[config.mk]
export PLATFORM = sky130hd
export DESIGN_NAME = system_bus
export DESIGN_NICKNAME = d
export VERILOG_FILES = /design/src/mcu_pkg.sv /design/src/system_bus.sv
export VERILOG_INCLUDE_DIRS = /design/src /design/src/src
export SDC_FILE = /design/constraint.sdc
export NUM_CORES = 1
export LEC_CHECK = 0
export BUFFER_PORTS_ARGS = -buffer_cell sky130_fd_sc_hd__buf_2
export CORE_AREA = 8 8 158 160
export CTS_CLUSTER_DIAMETER = 30
export CTS_CLUSTER_SIZE = 10
export DETAILED_ROUTE_END_ITERATION = 8
export DIE_AREA = 0 0 166 168
export PLACE_DENSITY = 0.46
export SYNTH_ARGS = -nofsm -noshare
export SYNTH_HDL_FRONTEND = slang
export SYNTH_SLANG_ARGS = --single-unit
[constraint.sdc]
create_clock -name clk_i -period 3.9 [get_ports clk_i]
set_input_delay 0.195 -clock clk_i [delete_from_list [all_inputs] [get_ports clk_i]]
set_output_delay 0.195 -clock clk_i [all_outputs]
set_load 0.1 [all_outputs]
[src/mcu_params.svh]
// mini MCU parameters
// memory depth, address map and peripheral register offsets

`ifndef MCU_PARAMS_SVH
`define MCU_PARAMS_SVH

// RAM depth in 32-bit words
`define MCU_RAM_WORDS 256

// address bit that selects the peripheral, base 0x2000_0000
`define MCU_PERIPH_SEL_BIT 29

// number of low address bits decoded inside the peripheral
`define MCU_REG_OFF_BITS 12

// peripheral register byte offsets
`define MCU_REG_EXIT       12'h000
`define MCU_REG_DMA_SRC    12'h004
`define MCU_REG_DMA_DST    12'h008
`define MCU_REG_DMA_LEN    12'h00C
`define MCU_REG_DMA_CTRL   12'h010
`define MCU_REG_DMA_STATUS 12'h014

// DMA status bits
`define MCU_STATUS_BUSY_BIT 0
`define MCU_STATUS_DONE_BIT 1

`endif

[src/mcu_pkg.sv]
// mini MCU shared types
// OBI request/response structs, DMA job descriptor and DMA states

package mcu_pkg;

  // widths with a meaning
  typedef logic [31:0] addr_t;
  typedef logic [31:0] data_t;
  typedef logic [3:0]  be_t;
  typedef logic [15:0] len_t;

  // master to slave, 70 bits
  typedef struct packed {
    logic  req;
    logic  we;
    be_t   be;
    addr_t addr;
    data_t wdata;
  } obi_req_t;

  // slave to master, 34 bits
  typedef struct packed {
    logic  gnt;
    logic  rvalid;
    data_t rdata;
  } obi_resp_t;

  // one DMA job, 80 bits
  typedef struct packed {
    addr_t src;
    addr_t dst;
    len_t  len;
  } dma_cfg_t;

  typedef enum logic [2:0] {
    IDLE       = 3'd0,
    READ_REQ   = 3'd1,
    READ_WAIT  = 3'd2,
    WRITE_REQ  = 3'd3,
    WRITE_WAIT = 3'd4
  } dma_state_e;

endpackage

[src/system_bus.sv]
// system bus with two OBI masters and two slaves
// round-robin arbitration, address decode and response routing

`include "mcu_params.svh"

module system_bus (
  input  logic              clk_i,
  input  logic              rst_n_i,

  input  mcu_pkg::obi_req_t  host_req_i,
  output mcu_pkg::obi_resp_t host_resp_o,
  input  mcu_pkg::obi_req_t  dma_req_i,
  output mcu_pkg::obi_resp_t dma_resp_o,

  output mcu_pkg::obi_req_t  ram_req_o,
  input  mcu_pkg::obi_resp_t ram_resp_i,
  output mcu_pkg::obi_req_t  periph_req_o,
  input  mcu_pkg::obi_resp_t periph_resp_i
);

  logic              gnt_host;
  logic              gnt_dma;
  logic              any_gnt;
  logic              sel_dma;
  logic              to_periph;
  logic              slave_gnt;
  logic              handshake;
  logic              prio_q;
  logic              owner_q;
  logic              periph_q;
  logic              slave_rvalid;
  mcu_pkg::data_t    slave_rdata;
  mcu_pkg::obi_req_t fwd_req;

  // prio_q set means the DMA wins a tie
  assign gnt_host = host_req_i.req && (!dma_req_i.req || !prio_q);
  assign gnt_dma  = dma_req_i.req && (!host_req_i.req || prio_q);
  assign any_gnt  = gnt_host || gnt_dma;
  assign sel_dma  = gnt_dma;

  assign fwd_req   = sel_dma ? dma_req_i : host_req_i;
  assign to_periph = fwd_req.addr[`MCU_PERIPH_SEL_BIT];

  always_comb begin
    ram_req_o        = fwd_req;
    ram_req_o.req    = any_gnt && !to_periph;
    periph_req_o     = fwd_req;
    periph_req_o.req = any_gnt && to_periph;
  end

  assign slave_gnt = to_periph ? periph_resp_i.gnt : ram_resp_i.gnt;
  assign handshake = any_gnt && slave_gnt;

  always_ff @(posedge clk_i) begin
    if (!rst_n_i) begin
      prio_q   <= 1'b0;
      owner_q  <= 1'b0;
      periph_q <= 1'b0;
    end else if (handshake) begin
      owner_q  <= sel_dma;
      periph_q <= to_periph;
      // hand the tie to the master that just lost
      if (host_req_i.req && dma_req_i.req) begin
        prio_q <= !sel_dma;
      end
    end
  end

  // data phase follows the owner of the last handshake
  assign slave_rvalid = periph_q ? periph_resp_i.rvalid : ram_resp_i.rvalid;
  assign slave_rdata  = periph_q ? periph_resp_i.rdata : ram_resp_i.rdata;

  always_comb begin
    host_resp_o.gnt    = gnt_host && slave_gnt;
    host_resp_o.rvalid = slave_rvalid && !owner_q;
    host_resp_o.rdata  = slave_rdata;
    dma_resp_o.gnt     = gnt_dma && slave_gnt;
    dma_resp_o.rvalid  = slave_rvalid && owner_q;
    dma_resp_o.rdata   = slave_rdata;
  end

  a_gnt_needs_req: assert property (@(posedge clk_i) disable iff (!rst_n_i)
    (host_resp_o.gnt |-> host_req_i.req) and (dma_resp_o.gnt |-> dma_req_i.req));

  a_one_gnt: assert property (@(posedge clk_i) disable iff (!rst_n_i)
    !(host_resp_o.gnt && dma_resp_o.gnt));

  a_host_rvalid_after_gnt: assert property (@(posedge clk_i) disable iff (!rst_n_i)
    host_resp_o.rvalid |-> $past(host_resp_o.gnt));

  a_dma_rvalid_after_gnt: assert property (@(posedge clk_i) disable iff (!rst_n_i)
    dma_resp_o.rvalid |-> $past(dma_resp_o.gnt));

endmodule

==> metrics.txt <==
status completed; core area between 20000 and 25000 sq um; final worst-path cycle share 62.2%; Setup CP Type reg -> out; initial antenna violation count 2; Final HPWL DP about 13 mm; starting density of the core 9.81%; Fin. Hold Viols 0; Slew headroom 59.7%; Synth Register Bits 3; path type of the worst min-delay path in -> reg; I/O Buffers 417; Gate Count Post-Synth 243; Seq/Total Area, Yosys between 2 and 3%; die area 27900 sq um; routed wire length 13.8 mm; post-route minimum period approximately 2.4 ns; max cap viols 0; Area Growth Syn to Fin 79.0%; via count slightly below 3000; Synth Cell Area 2190 sq um; placed insts 835; combinational fraction of design power 90.7%; number of synthesized flops with an enable pin 0; row cnt 55; area leader, netlist mux2_2; drc violations 0; Pwr Density between 500 and 600 nW/um^2; Non-Filler Instances 839; Critical Path Sink Type primary output; most common flop cell mapped by yosys dfxtp_1; Vias/cell approximately 3.4; DRT iter0 DRCs 38; worst slew pin tran between 0.6 and 0.7 ns; unrepaired setup endpoints after global routing no; Critical Path Max Stage Delay 0.53 ns; first-pass GRT wire length 20.0 mm; Worst-Skew Late Latency 0.22 ns; RD Place Congestion 0.848; setup repair bufs after CTS 0; post-synth top area share 47.2%; Tot GR Track Use 9.01%; VDD IR-drop max between 150 and 200 uV; TritonCTS clock tree yes; internal power 462 uW; layout cells sized above 1 93.3%; Design Area, Final 3930 sq um; clk slew on worst S/H paths 0.03 ns; switching share of total power 78.1%; clock root buffer clkbuf_16; Clk pwr share approximately 7.7%; Slew Limit Fails 0; die height roughly 170 um; Die Width 166 um; total negative slack 0 ns; Commonest cells post-synth 101 x buf_4, 92 x mux2_2, 10 x mux2_1; count leader, synth buf_4; Net Sw Power 1650 uW; wire per inst 16.4 um; post-place instance area 3850 sq um; CTS buffer count 3; largest cells by area after synthesis mux2_2 47%, buf_4 35%, mux2_1 5.1%; Final Setup Violations 0; First-pass DRT Iterations 4; Data required, critical path 3.70 ns; # IOs 418; Synth cell types 18; Cell Chain, Critical Path o21ai_4 -> buf_12 -> mux2_2 -> buf_2; Routed Antenna Nets 0; crit path DAT around 2.2 ns; P_leak 0.00221 uW; cts hold-fix bufs 0; critical path's slowest cell o21ai_4; total grt overflow 0; crit path max fanout 54; maximum buffer depth of the clock tree 2; Clock Skew about 0.00014 ns; vias in the first global route 3350; Critical Path Start Type flop; Nets between 700 and 800; Async SR Flop Fraction 0%; CTS resizes 0; Synth warnings 0; syn avg cell area 9.03 sq um; Peak Freq 412 MHz; CTS Sinks 3; net count after synthesis 453; CTS H-Tree Depth 1; Sequential Power Share between 1.5 and 2%; largest net degree at the start of global routing 55; # diodes 0
==> layout by cell type, fill, tap and decap left out, drive strengths merged <==
master	netlist	routed
clkbuf	0	4
nand2	2	2
buf	112	419
or3	1	1
mux2	102	102
o211a	2	2
a21boi	1	1
nor2	5	5
mux2i	4	4
dfxtp	3	3
o21ai	6	6
nor2b	2	2
nand3	1	1
inv	2	2
==> sequential cells by signal, indices dropped and copies added, names as in the netlist <==
signal / count
owner_q: 1
periph_q: 1
prio_q: 1
==> stage by stage <==
stage	total power [uW]	utilization, %	hold slack (ns)	setup slack, ns
3_5_place_dp	1960	17.2	0.490	1.61
4_1_cts	2130	17.5	0.264	1.37
5_1_grt	2170	17.5	0.287	1.29
6_report	2110	17.5	0.269	1.47
2_1_floorplan	1760	-	0.331	1.09
3_3_place_gp	1960	17.2	0.486	1.61
==> layout make-up <==
type / instances / area [sq um]
clock buffer: 4 / 78.8
fill: 2560 / 18400
inverter: 2 / 7.51
multi-input combinational: 126 / 1310
sequential: 3 / 60.1
tap: 285 / 357
timing repair buffer: 419 / 2110
==> power groups by stage <==
stage | logic [uW] | clock network [uW] | registers [uW]
after detailed placement | 1930 | 0 | 35.2
after CTS | 1930 | 164 | 34.9
final | 1910 | 161 | 34.8
after global routing | 1960 | 169 | 35.2
after global placement | 1930 | 0 | 35.2
after floorplan | 1730 | 0 | 34.6
==> routing by layer <==
layer	up-vias	global-route usage [%]	routed length, um
li1	1359	-	-
met1	1261	9.01	5010
met2	254	17.0	7070
met3	14	4.16	1530
met4	4	1.54	163
met5	-	0	32
==> critical path, delay by kind of cell (launching register included) <==
kind / cells / cell delay (ns)
buffers and inverters: 2 / 0.81
AO/OA/AOI/OAI: 1 / 0.53
multiplexers: 1 / 0.24
flip-flops: 1 / 0.37
==> path summary, 6_finish.rpt <==
kind | from | to | slack (ns) | cells after the start
worst min register to register | owner_q | owner_q | 0.55 | 2
worst max-delay path | prio_q | ram_req_o[54] | 1.47 | 4
worst min-delay path | rst_n_i | owner_q | 0.27 | 3
worst max register to register | prio_q | periph_q | 2.29 | 3
==> kinds of logic (layout without fill, tap and decap cells) <==
logic type | Yosys count | in the layout | synth area share [%]
AO/OA/AOI/OAI | 9 | 9 | 2.80
AND/OR/NAND/NOR | 11 | 11 | 2.28
flip-flops | 3 | 3 | 2.74
multiplexers | 106 | 106 | 54.2
buffers and inverters | 114 | 425 | 38.0
No activity file was read; power rests on OpenSTA's default activity.
