## config.mk

```make
export PLATFORM = sky130hd
export DESIGN_NAME = dma_engine
export DESIGN_NICKNAME = d
export VERILOG_FILES = /design/src/mcu_params.svh /design/src/mcu_pkg.sv /design/src/dma_engine.sv
export SDC_FILE = /design/constraint.sdc
export NUM_CORES = 1
export LEC_CHECK = 0
export ABC_AREA = 1
export BUFFER_PORTS_ARGS = -buffer_cell sky130_fd_sc_hd__buf_2
export CAP_MARGIN = 20
export CORE_UTILIZATION = 40
export CTS_CLUSTER_SIZE = 8
export DETAILED_ROUTE_END_ITERATION = 16
export PLACE_DENSITY = 0.62
export RECOVER_POWER = 100
export SYNTH_ARGS = -nofsm -noshare
export SYNTH_HDL_FRONTEND = slang
export SYNTH_SLANG_ARGS = --single-unit
```

## constraint.sdc

```tcl
create_clock -name clk_i -period 14.5 [get_ports clk_i]
set_clock_uncertainty 0.05 [all_clocks]
set_input_delay 1.45 -clock clk_i [delete_from_list [all_inputs] [get_ports clk_i]]
set_output_delay 1.45 -clock clk_i [all_outputs]
set_load 0.02 [all_outputs]
```

## src/mcu_params.svh

```systemverilog
// mini MCU parameters
// memory depth, address map and peripheral register offsets

`ifndef MCU_PARAMS_SVH
`define MCU_PARAMS_SVH

// RAM depth in 32-bit words
`define MCU_RAM_WORDS 256

// address bit that selects the peripheral, base 0x2000_0000
`define MCU_PERIPH_SEL_BIT 29

// number of low address bits decoded inside the peripheral
`define MCU_REG_OFF_BITS 12

// peripheral register byte offsets
`define MCU_REG_EXIT       12'h000
`define MCU_REG_DMA_SRC    12'h004
`define MCU_REG_DMA_DST    12'h008
`define MCU_REG_DMA_LEN    12'h00C
`define MCU_REG_DMA_CTRL   12'h010
`define MCU_REG_DMA_STATUS 12'h014

// DMA status bits
`define MCU_STATUS_BUSY_BIT 0
`define MCU_STATUS_DONE_BIT 1

`endif

```

## src/mcu_pkg.sv

```systemverilog
// mini MCU shared types
// OBI request/response structs, DMA job descriptor and DMA states

package mcu_pkg;

  // widths with a meaning
  typedef logic [31:0] addr_t;
  typedef logic [31:0] data_t;
  typedef logic [3:0]  be_t;
  typedef logic [15:0] len_t;

  // master to slave, 70 bits
  typedef struct packed {
    logic  req;
    logic  we;
    be_t   be;
    addr_t addr;
    data_t wdata;
  } obi_req_t;

  // slave to master, 34 bits
  typedef struct packed {
    logic  gnt;
    logic  rvalid;
    data_t rdata;
  } obi_resp_t;

  // one DMA job, 80 bits
  typedef struct packed {
    addr_t src;
    addr_t dst;
    len_t  len;
  } dma_cfg_t;

  typedef enum logic [2:0] {
    IDLE       = 3'd0,
    READ_REQ   = 3'd1,
    READ_WAIT  = 3'd2,
    WRITE_REQ  = 3'd3,
    WRITE_WAIT = 3'd4
  } dma_state_e;

endpackage

```

## src/dma_engine.sv

```systemverilog
// single-channel DMA engine
// copies len words from src to dst, one read then one write per word

module dma_engine (
  input  logic               clk_i,
  input  logic               rst_n_i,
  input  mcu_pkg::dma_cfg_t  cfg_i,
  input  logic               start_i,
  output logic               busy_o,
  output logic               done_o,
  output mcu_pkg::obi_req_t  bus_req_o,
  input  mcu_pkg::obi_resp_t bus_resp_i
);

  mcu_pkg::dma_state_e state_q;
  mcu_pkg::addr_t      src_q;
  mcu_pkg::addr_t      dst_q;
  mcu_pkg::len_t       cnt_q;
  mcu_pkg::data_t      data_q;
  logic                done_q;

  always_ff @(posedge clk_i) begin
    if (!rst_n_i) begin
      state_q <= mcu_pkg::IDLE;
      done_q  <= 1'b0;
    end else begin
      done_q <= 1'b0;
      case (state_q)
        mcu_pkg::IDLE: begin
          if (start_i) begin
            if (cfg_i.len == '0) begin
              done_q <= 1'b1;
            end else begin
              state_q <= mcu_pkg::READ_REQ;
            end
          end
        end
        mcu_pkg::READ_REQ: begin
          if (bus_resp_i.gnt) state_q <= mcu_pkg::READ_WAIT;
        end
        mcu_pkg::READ_WAIT: begin
          if (bus_resp_i.rvalid) state_q <= mcu_pkg::WRITE_REQ;
        end
        mcu_pkg::WRITE_REQ: begin
          if (bus_resp_i.gnt) state_q <= mcu_pkg::WRITE_WAIT;
        end
        mcu_pkg::WRITE_WAIT: begin
          if (bus_resp_i.rvalid) begin
            if (cnt_q == mcu_pkg::len_t'(1)) begin
              state_q <= mcu_pkg::IDLE;
              done_q  <= 1'b1;
            end else begin
              state_q <= mcu_pkg::READ_REQ;
            end
          end
        end
        default: state_q <= mcu_pkg::IDLE;
      endcase
    end
  end

  // job registers, only meaningful while busy
  always_ff @(posedge clk_i) begin
    if (state_q == mcu_pkg::IDLE && start_i) begin
      src_q <= cfg_i.src;
      dst_q <= cfg_i.dst;
      cnt_q <= cfg_i.len;
    end else if (state_q == mcu_pkg::WRITE_WAIT && bus_resp_i.rvalid) begin
      src_q <= src_q + 32'd4;
      dst_q <= dst_q + 32'd4;
      cnt_q <= cnt_q - mcu_pkg::len_t'(1);
    end
    if (state_q == mcu_pkg::READ_WAIT && bus_resp_i.rvalid) begin
      data_q <= bus_resp_i.rdata;
    end
  end

  always_comb begin
    bus_req_o.req   = (state_q == mcu_pkg::READ_REQ) || (state_q == mcu_pkg::WRITE_REQ);
    bus_req_o.we    = (state_q == mcu_pkg::WRITE_REQ);
    bus_req_o.be    = 4'hF;
    bus_req_o.addr  = bus_req_o.we ? dst_q : src_q;
    bus_req_o.wdata = data_q;
  end

  assign busy_o = (state_q != mcu_pkg::IDLE);
  assign done_o = done_q;

  a_rvalid_in_wait: assert property (@(posedge clk_i) disable iff (!rst_n_i)
    bus_resp_i.rvalid |-> (state_q == mcu_pkg::READ_WAIT || state_q == mcu_pkg::WRITE_WAIT));

endmodule

```

==> flow_summary.toml, run 1 <==
[route]
vias = 6732
wire_per_inst_um = 15.62
drtIter0Drc = 535
postRouteAntennaNets = 0
drc = 0
drt_first_pass_iters = 5
viasPerCell = 5.016
routed_wl_um = 20970

[power]
peakVddDrop_uv = 172.9
power_mw = 1.996
leakage_nw = 3.750
power_density_nw_per_um2 = 231.6

[floorplanning]
placementRows = 48
dieArea_um2 = 18130
start_util_pct = 40.83
io_pins = 189
die_h_um = 134.6
fp.dieW_um = 134.6
coreArea_um2 = 17240

[sta]
final_max_slew_viol_count = 317
slew_headroom_pct = -186.7
final-setup-viol-count = 0
setup_ws_ps = 7706
rsz0062_at_grt = "no"
hold_violations = 0
worstMarginPinSlew_ps = 4300
whs_ps = 526.0
fin_crit_ps = 6794
fmax_mhz = 147.2
setup_tns_ps = 0
finalCritPeriodShare_pct = 46.86

[worst_setup_path]
crit_buf_inv = 4
crit_path_start_kind = "primary input"
critPathCaptureType = "flop"
reg2reg_depth = 9
critPathTopFamily = "buffers and inverters"
reg2reg_slack_ps = 8160
cp.depth = 7
arrival_ps = 6780
crit_fanout = 78
reg2reg_to = "dst_q[2]$_DFFE_PP_"
worst_path_largest_cell_delay_ps = 2200
worstSetupPathType = "in -> reg"
slowest_stage = "clkbuf_1"
crit_required_ps = 14480
timing.rr.start = "state_q[1]$_SDFFE_PN0P_"
cp_cell_sequence = "clkbuf_1 -> nand2_2 -> clkbuf_1 -> inv_1 -> clkbuf_1 -> nand2_1 -> o21ai_0"
cp_common_cell = "clkbuf_1"

[synthesis]
synth_flop_cell = "edfxtp_1"
synth_compound_area_share_pct = 5.778
synth_top_cell_by_area = "edfxtp_1"
synth_fa_ha_area_share_pct = 0.7111
ys_async_sr_fraction_pct = 0
synth_top_family_by_area = "simple AND/OR/NAND/NOR gates"
ys_types = 33
ys_ff_latch = 116
synth_edf_count = 112
netlist_instances = 920
synth_area_leaders = "edfxtp_1 48%, nand2_1 20%, nor2_1 5.4%, inv_1 4.3%, o21ai_0 4.1%"
synthMuxAreaShare_pct = 0
synth_warnings = 0
yosysTopAreaCellShare_pct = 47.79
synth-simple-area-share_pct = 34.36
yosysSeqAreaShare_pct = 48.92
synth_area_um2 = 7038
avgSynthCellArea_um2 = 7.650
synth_xor_xnor_area_share_pct = 3.484

[clock_tree]
clock_path_buffers = 2
cts_setup_buffers = 0
cts_tree = "done"
path_clk_slew_ps = 60
ctsHoldBuffers = 0
root_buffer = "clkbuf_16"
cts_buffers = 17
h-tree-depth = 4
insertion_delay_ps = 420
cts_resized = 0
cts.sinks = 116

[placed_design]
pre_cts_slack_ps = 10910
gp_congestion = 0.8818
portBuffers = 184
place_hpwl_um = 15690

[worst_hold_path]
min_path_type = "reg -> reg"
hold_depth = 2
hold_start = "state_q[1]$_SDFFE_PN0P_"
min_to = "state_q[1]$_SDFFE_PN0P_"

[final_layout]
fin_nets = 1224
syn2layout_area_growth_pct = 22.45
drive_gt1_share_pct = 15.32

[outcome]
violations = "max-capacitance violations, max-slew violations"
status = "complete, but fails checks"

[job]
maxCapViolations = 5

[global_route]
grt-ovfl-total = 0
grt_max_degree = 79
grt_use_total_pct = 23.67
grt_pass1_wl_um = 32360
grt_pass1_vias = 6328
antenna_found_initial = 2
## layout by cell type (no fill, tap or decap), types with 3 or more instances in the layout
cell type / count
nor2_2: 5
o21ai_0: 62
nor3_1: 29
buf_2: 116
nor2_4: 5
inv_8: 5
nand4_1: 7
clkbuf_1: 72
conb_1: 4
nand2_2: 4
nand3b_1: 5
edfxtp_1: 112
nor2_1: 102
nand3_1: 48
nand2_1: 367
a21oi_1: 4
inv_6: 5
clkinv_4: 3
a31oi_1: 7
xnor2_1: 6
xor2_1: 22
inv_1: 82
ha_1: 4
clkbuf_16: 17
dfxtp_1: 4
## sequential cells by signal, summed over array words and instances (netlist names)
signal,cells
done_o,1
src_q,32
state_q,3
data_q,32
dst_q,32
cnt_q,16
## worst min-delay path, cell delays in order, from the launching register on
cell      delay [ps]
dfxtp_1          360
o21ai_0           90
a21boi_0          80
## layout make-up
class                   count  area, um^2
repair buffers            188       850.8
multi-input cells         696        3149
clock inverters            15       150.1
fillers                  1763        8618
clock buffers              17       425.4
well taps                 225       281.5
inverters                  84       315.3
flip-flops and latches    116        3443
diodes                      1       2.502
## metrics by stage
step / utilization (%) / instances / instance area, um^2
after floorplan: - / 923 / 7049
after global placement: 47.26 / 1309 / 8145
after detailed placement: 47.26 / 1309 / 8145
after CTS: 50.60 / 1341 / 8721
after global routing: 49.99 / 1341 / 8616
final: 50.00 / 1342 / 8618
## layer usage
metal  vias to the layer above  routed length, um  GRT usage [%]
li1                       3353                  -              -
met1                      3034               9064          30.72
met2                       312               9381          37.46
met3                        31               2176          7.395
met4                         2                333          7.803
met5                         -                 10              0
## cells by family (layout without fill, tap and decap cells)
family                   after synthesis  after routing
AND/OR/NAND/NOR                      582            582
other                                  1              5
XOR/XNOR                              28             28
buffers and inverters                111            304
adder cells (fa/ha/maj)                4              4
AO/OA/AOI/OAI                         78             78
flip-flops                           116            116
## cell usage after synthesis, types with 2 or more instances
cell type,instances
inv_2,4
ha_1,4
or2_2,2
o21ai_0,57
nor3_1,29
nand3_2,2
o21bai_1,2
a31oi_1,7
dfxtp_1,4
nor3b_1,2
nor2_2,5
nand2_1,368
xnor2_1,6
buf_2,9
and3_1,2
nor2_4,5
nand3_1,48
xor2_1,22
o21ai_1,7
clkbuf_1,6
nand2_2,3
inv_1,80
nor2_1,102
a21oi_1,4
edfxtp_1,112
nand4_1,7
buf_4,11
nand3b_1,5
## how the worst max path moves through the flow
stage	startpoint	end	slack (ps)
finish	start_i	dst_q[2]$_DFFE_PP_	7710
CTS	state_q[0]$_SDFFE_PN0P_	bus_req_o[37]	10510
global placement	start_i	dst_q[13]$_DFFE_PP_	10960
floorplan	bus_resp_i[32]	cnt_q[0]$_DFFE_PP_	6990
detailed placement	start_i	cnt_q[7]$_DFFE_PP_	10910
global route	start_i	cnt_q[9]$_DFFE_PP_	6940
## report_power, final
part	leakage, nW	switching, mW	internal, mW
combinational	2.39	0.580	0.241
clock	0.282	0.185	0.229
sequential	1.08	0.153	0.608
Note: power is estimated with default switching activity, not from simulation.
==> inputs of run 2 (changes only) <==
- clock period: 14.5 -> 6.35 ns (I/O delays scaled with it)
==> run 2 against run 1 <==
  * Die area unchanged
  * Via count decreased by 1.5%
  * Global-route usage about the same
  * Critical endpoint is now cnt_q[9]$_DFFE_PP_
  * Critical path type is now reg -> reg
  * Setup slack got worse by 5600 ps
  * Core utilization decreased by 0.065 points
  * Hold slack got worse by 190 ps
  * Largest power group unchanged
  * The run ends with design-rule violations, max-capacitance violations, max-slew violations left
  * Critical path depth increased by 2
==> flow_summary.toml, run 2 (synthesized netlist as in run 1, its figures left out) <==
[outcome]
status = "complete, but fails checks"
violations = "design-rule violations, max-capacitance violations, max-slew violations"

[worst_setup_path]
worstSetupPathType = "reg -> reg"
timing.rr.start = "state_q[1]$_SDFFE_PN0P_"
crit_fanout = 93
arrival_ps = 4330
cp_cell_sequence = "nor2_1 -> clkinv_1 -> nor2_1 -> nand2_1 -> clkbuf_1 -> inv_1 -> buf_4 -> nand2_1 -> o21ai_0"
slowest_stage = "clkbuf_1"
worst_path_largest_cell_delay_ps = 1360
crit_required_ps = 6430
cp-startpoint = "state_q[1]$_SDFFE_PN0P_"
crit_path_start_kind = "flop"
critPathCaptureType = "flop"

[sta]
setup_tns_ps = 0
whs_ps = 332.6
worstMarginPinSlew_ps = 2076
fin_crit_ps = 4250
finalCritPeriodShare_pct = 66.93
rsz0062_at_grt = "no"
final-setup-viol-count = 0
hold_violations = 0
final_max_slew_viol_count = 210
slew_headroom_pct = -38.38
fmax_mhz = 235.3

[final_layout]
post-route-util_pct = 49.93
ff_latch_area_um2 = 3443
syn2layout_area_growth_pct = 22.29
multi_input_comb_area_um2 = 3133
drive_gt1_share_pct = 15.05
final_cell_mix = "368 x nand2_1, 116 x buf_2, 112 x edfxtp_1"
stdcell_area_um2 = 8607
fin_nets = 1224
finalNonFillerCells = 1343
nFillCells = 1745
reg_top3 = "data_q (32), dst_q (32), src_q (32)"
layout_commonest_cell = "nand2_1"

[placed_design]
dp.cells = 1309
gp_congestion = 0.9102
place_hpwl_um = 15640
post_dp_cell_area_um2 = 8145
portBuffers = 184

[route]
viasPerCell = 4.938
vias = 6632
wire_per_inst_um = 15.63
routed_wl_um = 21000
postRouteAntennaNets = 0
drtIter0Drc = 466
drc = 2
drt_first_pass_iters = 11

[clock_tree]
cts_resized = 0
ctsHoldBuffers = 0
cts_setup_buffers = 0
cts_tree = "done"
root_buffer = "clkbuf_16"
clock_path_buffers = 2
path_clk_slew_ps = 60
h-tree-depth = 4
cts_buffers = 17
cts.sinks = 116
insertion_delay_ps = 420

[floorplanning]
io_pins = 189
die_h_um = 134.6
dieArea_um2 = 18130
placementRows = 48
start_util_pct = 40.83
fp.dieW_um = 134.6
coreArea_um2 = 17240

[power]
leakage_nw = 3.738
peakVddDrop_uv = 262.2
power_density_nw_per_um2 = 522.1

[global_route]
grt_use_total_pct = 23.70
antenna_found_initial = 4
grt_max_degree = 94
grt_pass1_wl_um = 32290
grt_pass1_vias = 6249
grt-ovfl-total = 0

[job]
maxCapViolations = 4

[worst_hold_path]
hold_start = "bus_resp_i[0]"
min_path_type = "in -> reg"
[run 2: worst paths after layout]
path / endpoint / slack, ps / cells past startpoint
worst min register to register: state_q[1]$_SDFFE_PN0P_ / 500 / 2
worst max-delay path: cnt_q[9]$_DFFE_PP_ / 2100 / 9
worst min-delay path: data_q[0]$_DFFE_PP_ / 330 / 1
worst max register to register: cnt_q[9]$_DFFE_PP_ / 2100 / 9
[run 2: layout make-up]
| class | count | share of cell area [%] |
|---|---|---|
| clock buffers | 17 | 4.943 |
| inverters | 84 | 3.663 |
| flip-flops and latches | 116 | 40.01 |
| diodes | 2 | 0.05815 |
| clock inverters | 15 | 1.715 |
| well taps | 225 | 3.271 |
| multi-input cells | 696 | 36.40 |
| repair buffers | 188 | 9.943 |
[run 2: power by group]
group	total (mW)	internal [mW]	leakage (nW)	switching (mW)
Combinational	1.85	0.517	2.39	1.33
Clock	0.941	0.548	0.269	0.393
Sequential	1.70	1.37	1.08	0.333
Total	4.49	2.44	3.74	2.06
[run 2: metrics by stage]
stage | setup WS [ps] | total power, mW
floorplan | 1712 | 2.975
global placement | 3367 | 3.576
detailed placement | 3297 | 3.603
CTS | 3101 | 4.558
global route | 1788 | 4.814
finish | 2100 | 4.494
[run 2: worst max-delay path, delay by kind of cell, from the launching register on]
family	cells	cell delay, ps
flip-flops	1	390
buffers and inverters	4	2160
AO/OA/AOI/OAI	1	110
AND/OR/NAND/NOR	4	1110
[run 2: metal layers]
metal	GRT usage, %	part of all wire, %	vias up
li1	-	-	3351
met1	30.75	45	2994
met2	37.97	46	264
met3	8.071	8.6	19
met4	5.618	0.88	4
met5	0	0.10	-
