--- src/mcu_params.svh ---
// mini MCU parameters
// memory depth, address map and peripheral register offsets

`ifndef MCU_PARAMS_SVH
`define MCU_PARAMS_SVH

// RAM depth in 32-bit words
`define MCU_RAM_WORDS 256

// address bit that selects the peripheral, base 0x2000_0000
`define MCU_PERIPH_SEL_BIT 29

// number of low address bits decoded inside the peripheral
`define MCU_REG_OFF_BITS 12

// peripheral register byte offsets
`define MCU_REG_EXIT       12'h000
`define MCU_REG_DMA_SRC    12'h004
`define MCU_REG_DMA_DST    12'h008
`define MCU_REG_DMA_LEN    12'h00C
`define MCU_REG_DMA_CTRL   12'h010
`define MCU_REG_DMA_STATUS 12'h014

// DMA status bits
`define MCU_STATUS_BUSY_BIT 0
`define MCU_STATUS_DONE_BIT 1

`endif

--- src/mcu_pkg.sv ---
// mini MCU shared types
// OBI request/response structs, DMA job descriptor and DMA states

package mcu_pkg;

  // widths with a meaning
  typedef logic [31:0] addr_t;
  typedef logic [31:0] data_t;
  typedef logic [3:0]  be_t;
  typedef logic [15:0] len_t;

  // master to slave, 70 bits
  typedef struct packed {
    logic  req;
    logic  we;
    be_t   be;
    addr_t addr;
    data_t wdata;
  } obi_req_t;

  // slave to master, 34 bits
  typedef struct packed {
    logic  gnt;
    logic  rvalid;
    data_t rdata;
  } obi_resp_t;

  // one DMA job, 80 bits
  typedef struct packed {
    addr_t src;
    addr_t dst;
    len_t  len;
  } dma_cfg_t;

  typedef enum logic [2:0] {
    IDLE       = 3'd0,
    READ_REQ   = 3'd1,
    READ_WAIT  = 3'd2,
    WRITE_REQ  = 3'd3,
    WRITE_WAIT = 3'd4
  } dma_state_e;

endpackage

--- src/ao_peripheral.sv ---
// always-on peripheral registers
// exit value/valid, DMA job setup, start pulse and sticky done status

`include "mcu_params.svh"

module ao_peripheral (
  input  logic               clk_i,
  input  logic               rst_n_i,
  input  mcu_pkg::obi_req_t  req_i,
  output mcu_pkg::obi_resp_t resp_o,
  output mcu_pkg::dma_cfg_t  dma_cfg_o,
  output logic               dma_start_o,
  input  logic               dma_busy_i,
  input  logic               dma_done_i,
  output mcu_pkg::data_t     exit_value_o,
  output logic               exit_valid_o,
  output logic               dma_intr_o
);

  logic [`MCU_REG_OFF_BITS-1:0] reg_off;
  logic                         wr;
  logic                         rd;
  mcu_pkg::data_t               rdata_d;
  mcu_pkg::data_t               rdata_q;
  logic                         rvalid_q;
  mcu_pkg::data_t               exit_value_q;
  logic                         exit_valid_q;
  mcu_pkg::dma_cfg_t            cfg_q;
  logic                         start_q;
  logic                         done_q;

  assign reg_off = req_i.addr[`MCU_REG_OFF_BITS-1:0];
  assign wr      = req_i.req && req_i.we;
  assign rd      = req_i.req && !req_i.we;

  always_ff @(posedge clk_i) begin
    if (!rst_n_i) begin
      exit_value_q <= '0;
      exit_valid_q <= 1'b0;
      cfg_q        <= '0;
      start_q      <= 1'b0;
      done_q       <= 1'b0;
      rvalid_q     <= 1'b0;
    end else begin
      rvalid_q <= req_i.req;
      start_q  <= wr && (reg_off == `MCU_REG_DMA_CTRL) && req_i.wdata[0];
      if (wr) begin
        case (reg_off)
          `MCU_REG_EXIT: begin
            exit_value_q <= req_i.wdata;
            exit_valid_q <= 1'b1;
          end
          `MCU_REG_DMA_SRC:    cfg_q.src <= req_i.wdata;
          `MCU_REG_DMA_DST:    cfg_q.dst <= req_i.wdata;
          `MCU_REG_DMA_LEN:    cfg_q.len <= req_i.wdata[15:0];
          `MCU_REG_DMA_STATUS: done_q    <= 1'b0;
          default: ;
        endcase
      end
      // a new completion wins over a clear in the same cycle
      if (dma_done_i) done_q <= 1'b1;
    end
  end

  always_comb begin
    rdata_d = '0;
    case (reg_off)
      `MCU_REG_EXIT:    rdata_d = exit_value_q;
      `MCU_REG_DMA_SRC: rdata_d = cfg_q.src;
      `MCU_REG_DMA_DST: rdata_d = cfg_q.dst;
      `MCU_REG_DMA_LEN: rdata_d = {16'h0, cfg_q.len};
      `MCU_REG_DMA_STATUS: begin
        rdata_d[`MCU_STATUS_BUSY_BIT] = dma_busy_i;
        rdata_d[`MCU_STATUS_DONE_BIT] = done_q;
      end
      default: rdata_d = '0;
    endcase
  end

  always_ff @(posedge clk_i) begin
    if (rd) rdata_q <= rdata_d;
  end

  assign resp_o.gnt    = req_i.req;
  assign resp_o.rvalid = rvalid_q;
  assign resp_o.rdata  = rdata_q;

  assign dma_cfg_o    = cfg_q;
  assign dma_start_o  = start_q;
  assign exit_value_o = exit_value_q;
  assign exit_valid_o = exit_valid_q;
  assign dma_intr_o   = done_q;

endmodule

--- config.mk ---
export PLATFORM = sky130hd
export DESIGN_NAME = ao_peripheral
export DESIGN_NICKNAME = d
export VERILOG_FILES = /design/src/mcu_pkg.sv /design/src/ao_peripheral.sv
export VERILOG_INCLUDE_DIRS = /design/src /design/src/src
export SDC_FILE = /design/constraint.sdc
export NUM_CORES = 1
export LEC_CHECK = 0
export ABC_CLOCK_PERIOD_IN_PS = 2000
export BUFFER_PORTS_ARGS = -buffer_cell sky130_fd_sc_hd__buf_2
export CAP_MARGIN = 20
export CORE_MARGIN = 2
export CORE_UTILIZATION = 35
export CTS_CLUSTER_SIZE = 14
export DETAILED_ROUTE_END_ITERATION = 8
export HOLD_SLACK_MARGIN = 0.15
export MAX_ROUTING_LAYER = met4
export PLACE_DENSITY = 0.65
export SLEW_MARGIN = 20
export SYNTH_ARGS = -nofsm -noshare
export SYNTH_HDL_FRONTEND = slang
export SYNTH_SLANG_ARGS = --single-unit
export TNS_END_PERCENT = 1
--- constraint.sdc ---
create_clock -name clk_i -period 2 [get_ports clk_i]
set_input_delay 0.1 -clock clk_i [delete_from_list [all_inputs] [get_ports clk_i]]
set_output_delay 0.1 -clock clk_i [all_outputs]
set_load 0.01 [all_outputs]
==> results of run 1 <==
[layout make-up]
| cell class | count | area share, % |
|---|---|---|
| timing repair buffer | 264 | 19.5 |
| multi-input combinational | 366 | 31.9 |
| clock buffer | 23 | 5.60 |
| sequential | 148 | 38.5 |
| tap | 225 | 3.30 |
| clock inverter | 9 | 1.20 |
[worst paths after layout]
kind                               startpoint            end  slack (ns)  cells past startpoint
worst max-delay path                req_i[68]    dma_start_o        0.14                      6
worst min-delay path                req_i[33]     rdata_q[1]        0.17                      4
worst max register to register     dma_intr_o     dma_intr_o        0.75                      2
worst min register to register  dma_cfg_o[63]  dma_cfg_o[63]        0.47                      2
[cells by family (layout without fill, tap and decap cells)]
kind of cell,count (synthesis),in the layout,share of synthesized area (%)
AND/OR/NAND/NOR,200,200,14.5
flip-flops,148,148,53.1
multiplexers,145,145,26.5
buffers and inverters,42,296,3.03
AO/OA/AOI/OAI,21,21,2.89
[timing repair]
item                       4_1_cts  5_1_grt
hold endpoints to repair       129        0
setup endpoints to repair        0        1
gates resized for setup          0        0
hold buffers                    46        0
[critical path, stage by stage]
cell and delay (ns):
dlygate4sd3_1 0.52, buf_2 0.15, nor4bb_1 0.40, dlygate4sd3_1 0.64
nand3_1 0.09, nor4b_1 0.27
[layout by cell type (no fill, tap or decap), types with 2 or more instances in the layout]
master / n
mux2_2: 2
bufinv_16: 2
clkbuf_8: 3
a21oi_1: 2
buf_4: 16
buf_2: 197
nand4b_1: 2
nand4_1: 3
a2bb2oi_1: 16
mux4_2: 15
clkinvlp_4: 3
dlygate4sd3_1: 46
nor2b_1: 15
nand2_1: 145
nor2_1: 18
edfxtp_1: 32
clkinv_2: 4
clkbuf_1: 3
buf_12: 5
mux2i_1: 128
nor4bb_1: 2
nand3_1: 3
dfxtp_1: 116
clkbuf_16: 17
[flip-flops by register name, indices dropped and copies added, names as in the netlist]
name	flops
dma_intr_o	1
dma_start_o	1
rdata_q	32
rvalid_q	1
exit_valid_o	1
dma_cfg_o	80
exit_value_o	32
[metal layers]
layer	part of all wire [%]	global-route usage [%]	vias up
met3	7.2	5.33	18
met1	46	25.0	2420
li1	-	-	2425
met5	0	-	-
met2	46	29.7	176
met4	0.95	6.13	0
[stage by stage]
stage / power, mW / instance area, um2 / cells / hold slack [ns]
floorplan: 3.32 / 6190 / 556 / 0.222
global placement: 3.48 / 7500 / 957 / 0.385
detailed placement: 3.48 / 7500 / 957 / 0.392
CTS: 6.70 / 8540 / 1035 / 0.157
global route: 6.86 / 8540 / 1035 / 0.210
finish: 6.63 / 8540 / 1035 / 0.175
[power groups by stage]
stage	clock (mW)	combinational [mW]	sequential, mW
2_1_floorplan	0	0.161	3.16
3_3_place_gp	0	0.333	3.14
3_5_place_dp	0	0.334	3.14
4_1_cts	3.22	0.404	3.08
5_1_grt	3.34	0.434	3.08
6_report	3.15	0.402	3.08
==> results.yml, run 1 <==
synthesis:
  synth_edf_count: 32
  synthesis.area_mm2: 0.00619
  yosysWarnings: 0
  ys_seq_area_share_pct: 53.1
  yosysUniqueCellTypes: 31
  synthFlopType: "dfxtp_1"
  synth_seq_cells: 148
  async_flop_share_pct: 0
  synth_area_per_cell_um2: 11.1
  syn_nets: 630
  yosysTopAreaCell: "dfxtp_1"
  ys_top_cells_by_area: "dfxtp_1 (38%), mux2i_1 (21%), edfxtp_1 (16%)"
  synth_top_area_share_pct: 37.5
  synth_most_common_cell: "nand2_1"
  synth_common_cells: "nand2_1 (145), mux2i_1 (128), dfxtp_1 (116)"
  syn-instance-count: 556
finish:
  multi_input_area_mm2: 0.00273
  fin_util_pct: 49.4
  nNetsFinal: 871
  n_fill_cell: 1568
  drive_gt1_share_pct: 33.5
  regArea_mm2: 0.00328
  num_antenna_cells: 0
  area_growth_pct: 38.0
clock_tree:
  root_buffer: "clkbuf_16"
  clkTransAtPathRegs_ns: 0.06
  postCtsSetupBuffers: 0
  cts_buffers: 17
  cts.sinks: 148
  ctsHtreeMaxLevel: 4
  clk_latency_ns: 0.42
  cts_tree: "yes"
  cts.path.max_buffers: 2
die:
  pin_count: 223
  die_y_um: 137
  start_util_pct: 35.8
  fp.coreArea_mm2: 0.0173
  dieArea_mm2: 0.0188
  rows: 48
  die_w_um: 137
timing:
  slew_headroom_pct: 66.7
  worst_slack_ns: 0.144
  finalMaxSlewViolations: 0
  max_freq_ghz: 0.539
  skew_ns: 0.00930
  hold_viol_final: 0
  worst_pin_slew_ns: 0.496
  fin_crit_ns: 1.86
  setup_violations: 0
  rsz0062_at_grt: "false"
  fin_crit_sh_pct: 92.8
  tns_ns: 0
global_routing:
  antenna_found_initial: 0
  grt_usage_pct: 19.4
  grt_first_pass_wirelength_um: 26700
  grt_pass1_vias: 4870
  grt_max_degree: 51
  gr-total-overflow: 0
power_and_ir_drop:
  power.internal_mw: 5.18
  netSwitchingFraction_pct: 21.9
  pwr-share-clk_pct: 47.5
  switchingPower_mw: 1.45
  powerDensity_mw_per_mm2: 777
  max-vdd-ir-drop_mv: 0.607
  p_leak_nw: 4.36
  p_comb_share_pct: 6.1
  sequentialPowerShare_pct: 46.4
routing:
  drt_wl_total_um: 17700
  drc: 0
  dr.pass1.iters: 4
  drtAntennaViolNets: 0
  wl_per_cell_um: 17.1
  vias_per_cell: 4.87
  drt_iter0_drc: 274
  vias: 5039
setup_path:
  cp_data_arrival_time_ns: 2.18
  cp-end-kind: "register"
  crit_fanout: 4
  start_kind: "input pin"
  worstSetupPathType: "in2reg"
  worstPathRequired_ns: 2.32
run:
  maxCapViolations: 0
place:
  dpl.hpwl_um: 11900
  io_buffers: 198
  gp_congestion: 0.770
  place_ws_ns: 0.366
status:
  status: "complete, no violations"
hold_path:
  min_path_type: "in2reg"
Power figures use the tool's default switching activity.
==> run 2, diff against run 1 <==
--- a/config.mk
+++ b/config.mk
@@ -11,6 +11,7 @@
 export CAP_MARGIN = 20
 export CORE_MARGIN = 2
 export CORE_UTILIZATION = 35
+export CTS_BUF_LIST = sky130_fd_sc_hd__clkbuf_4
 export CTS_CLUSTER_SIZE = 14
 export DETAILED_ROUTE_END_ITERATION = 8
 export HOLD_SLACK_MARGIN = 0.15
==> run 2 against run 1 <==
- non-clock buffer count grew 5
- sequential power is essentially flat
- critical endpoint is now dma_cfg_o[14]
- design area shrank 3.1%
- sequential share of layout area grew 1.2 points
- core utilization shrank 1.5 points
==> results.yml, run 2 (synthesized netlist as in run 1, its figures left out) <==
status:
  status: "complete, no violations"
global_routing:
  gr-total-overflow: 0
  grt_max_degree: 51
  grt_usage_pct: 19.3
  antenna_found_initial: 0
  grt_first_pass_wirelength_um: 26600
  grt_pass1_vias: 4883
finish:
  drive_gt1_share_pct: 33.3
  num_antenna_cells: 0
  nNetsFinal: 876
  area_growth_pct: 33.7
  n_fill_cell: 1599
  final_common_cell: "buf_2"
  largest_reg_flops: 80
  layout.cells.non_filler: 1040
  final_cell_mix: "buf_2 (197), nand2_1 (145), mux2i_1 (128)"
routing:
  drt_iter0_drc: 266
  drt_wl_total_um: 17700
  vias: 5047
  vias_per_cell: 4.85
  dr.pass1.iters: 4
  drtAntennaViolNets: 0
  wl_per_cell_um: 17.0
  drc: 0
die:
  rows: 48
  die_w_um: 137
  fp.coreArea_mm2: 0.0173
  start_util_pct: 35.8
  pin_count: 223
  dieArea_mm2: 0.0188
  die_y_um: 137
power_and_ir_drop:
  powerDensity_mw_per_mm2: 640
  max-vdd-ir-drop_mv: 0.330
  pwr-share-clk_pct: 34.1
  power.internal_mw: 4.02
  switchingPower_mw: 1.27
  sequentialPowerShare_pct: 58.1
  p_comb_share_pct: 7.8
  p_leak_nw: 4.24
  netSwitchingFraction_pct: 24.1
setup_path:
  crit_chain: "dlygate4sd3_1 > buf_2 > nor2_1 > dlygate4sd3_1 > nand4_2 > buf_12 > mux2i_1"
  cpMostUsedCell: "dlygate4sd3_1"
  cp-end-kind: "register"
  critPathMaxStageDelay_ns: 0.64
  crit_family: "buffers and inverters"
  cp_data_arrival_time_ns: 2.32
  cpMaxStageDelayCell: "dlygate4sd3_1"
  worstSetupPathType: "in2reg"
  crit_fanout: 13
  cp.buffers_inverters: 4
  start_kind: "input pin"
  worstPathRequired_ns: 2.44
timing:
  max_freq_ghz: 0.532
  fin_crit_sh_pct: 93.9
  slew_headroom_pct: 67.3
  hold_viol_final: 0
  finalMaxSlewViolations: 0
  fin_crit_ns: 1.88
  rsz0062_at_grt: "false"
  worst_pin_slew_ns: 0.485
  setup_violations: 0
  skew_ns: 0.0141
  tns_ns: 0
clock_tree:
  root_buffer: "clkbuf_4"
  ctsHtreeMaxLevel: 4
  cts_buffers: 17
  clkTransAtPathRegs_ns: 0.12
  cts_resized: 0
  clk_latency_ns: 0.55
  cts.sinks: 148
  cts.path.max_buffers: 2
  cts_tree: "yes"
place:
  post-place-cells: 957
  io_buffers: 198
  gp_congestion: 0.770
  dpl.hpwl_um: 11900
hold_path:
  min_path_type: "in2reg"
run:
  maxCapViolations: 0
[run 2: cell count changes in the layout (fill, tap and decap cells not counted)]
cell           previous run  this run
clkbuf_1                  3         0
clkbuf_16                17         0
clkbuf_4                  0        20
clkbuf_8                  3         0
clkinv_1                  0         3
dlygate4sd3_1            46        51
[run 2: timing repair]
action,CTS,global route
hold buffers,51,0
setup buffers,0,0
hold endpoints to repair,150,0
[run 2: final cells by class]
cell class	instances	area, um2	share of cell area [%]
clock buffers	20	150	1.82
clock inverters	12	114	1.38
multi-input cells	366	2730	33.0
flip-flops and latches	148	3280	39.7
well taps	225	282	3.40
repair buffers	269	1720	20.8
[run 2: stage by stage]
step	util (%)	cell area, um2	power (mW)	worst slack [ns]	hold WS [ns]
2_1_floorplan	-	6190	3.32	0.0223	0.222
4_1_cts	47.8	8270	5.36	0.192	0.232
3_5_place_dp	43.3	7500	3.48	0.366	0.392
6_report	47.8	8270	5.29	0.122	0.279
3_3_place_gp	43.3	7500	3.48	0.395	0.385
5_1_grt	47.8	8270	5.54	0.0893	0.236
[run 2: path summary, 6_finish.rpt]
| kind | from | to | slack (ns) | cells after the start |
|---|---|---|---|---|
| hold reg to reg | dma_cfg_o[34] | dma_cfg_o[34] | 0.48 | 2 |
| setup / recovery | req_i[43] | dma_cfg_o[14] | 0.12 | 7 |
| setup reg to reg | dma_intr_o | dma_intr_o | 0.74 | 2 |
| hold / removal | req_i[35] | dma_cfg_o[0] | 0.28 | 4 |
[run 2: worst register-to-register path, delay by kind of cell (launching register included)]
family          cells  cell delay [ns]
buf+inv             1             0.55
flops               1             0.34
compound gates      1             0.28
[run 2: per-layer routing]
metal	global-route usage (%)	vias to the layer above	share of wire [%]	wire length, um
met4	4.87	0	0.63	112
met2	29.6	166	46	8200
met3	6.11	10	7.2	1280
met5	-	-	0	0
met1	24.8	2425	46	8120
li1	-	2446	-	-
[run 2: power by group through the flow]
stage / clock, mW / sequential [mW] / combinational, mW
final: 1.81 / 3.07 / 0.412
after global routing: 2.02 / 3.08 / 0.444
after CTS: 1.87 / 3.08 / 0.413
after detailed placement: 0 / 3.14 / 0.334
after global placement: 0 / 3.14 / 0.333
after floorplan: 0 / 3.16 / 0.161
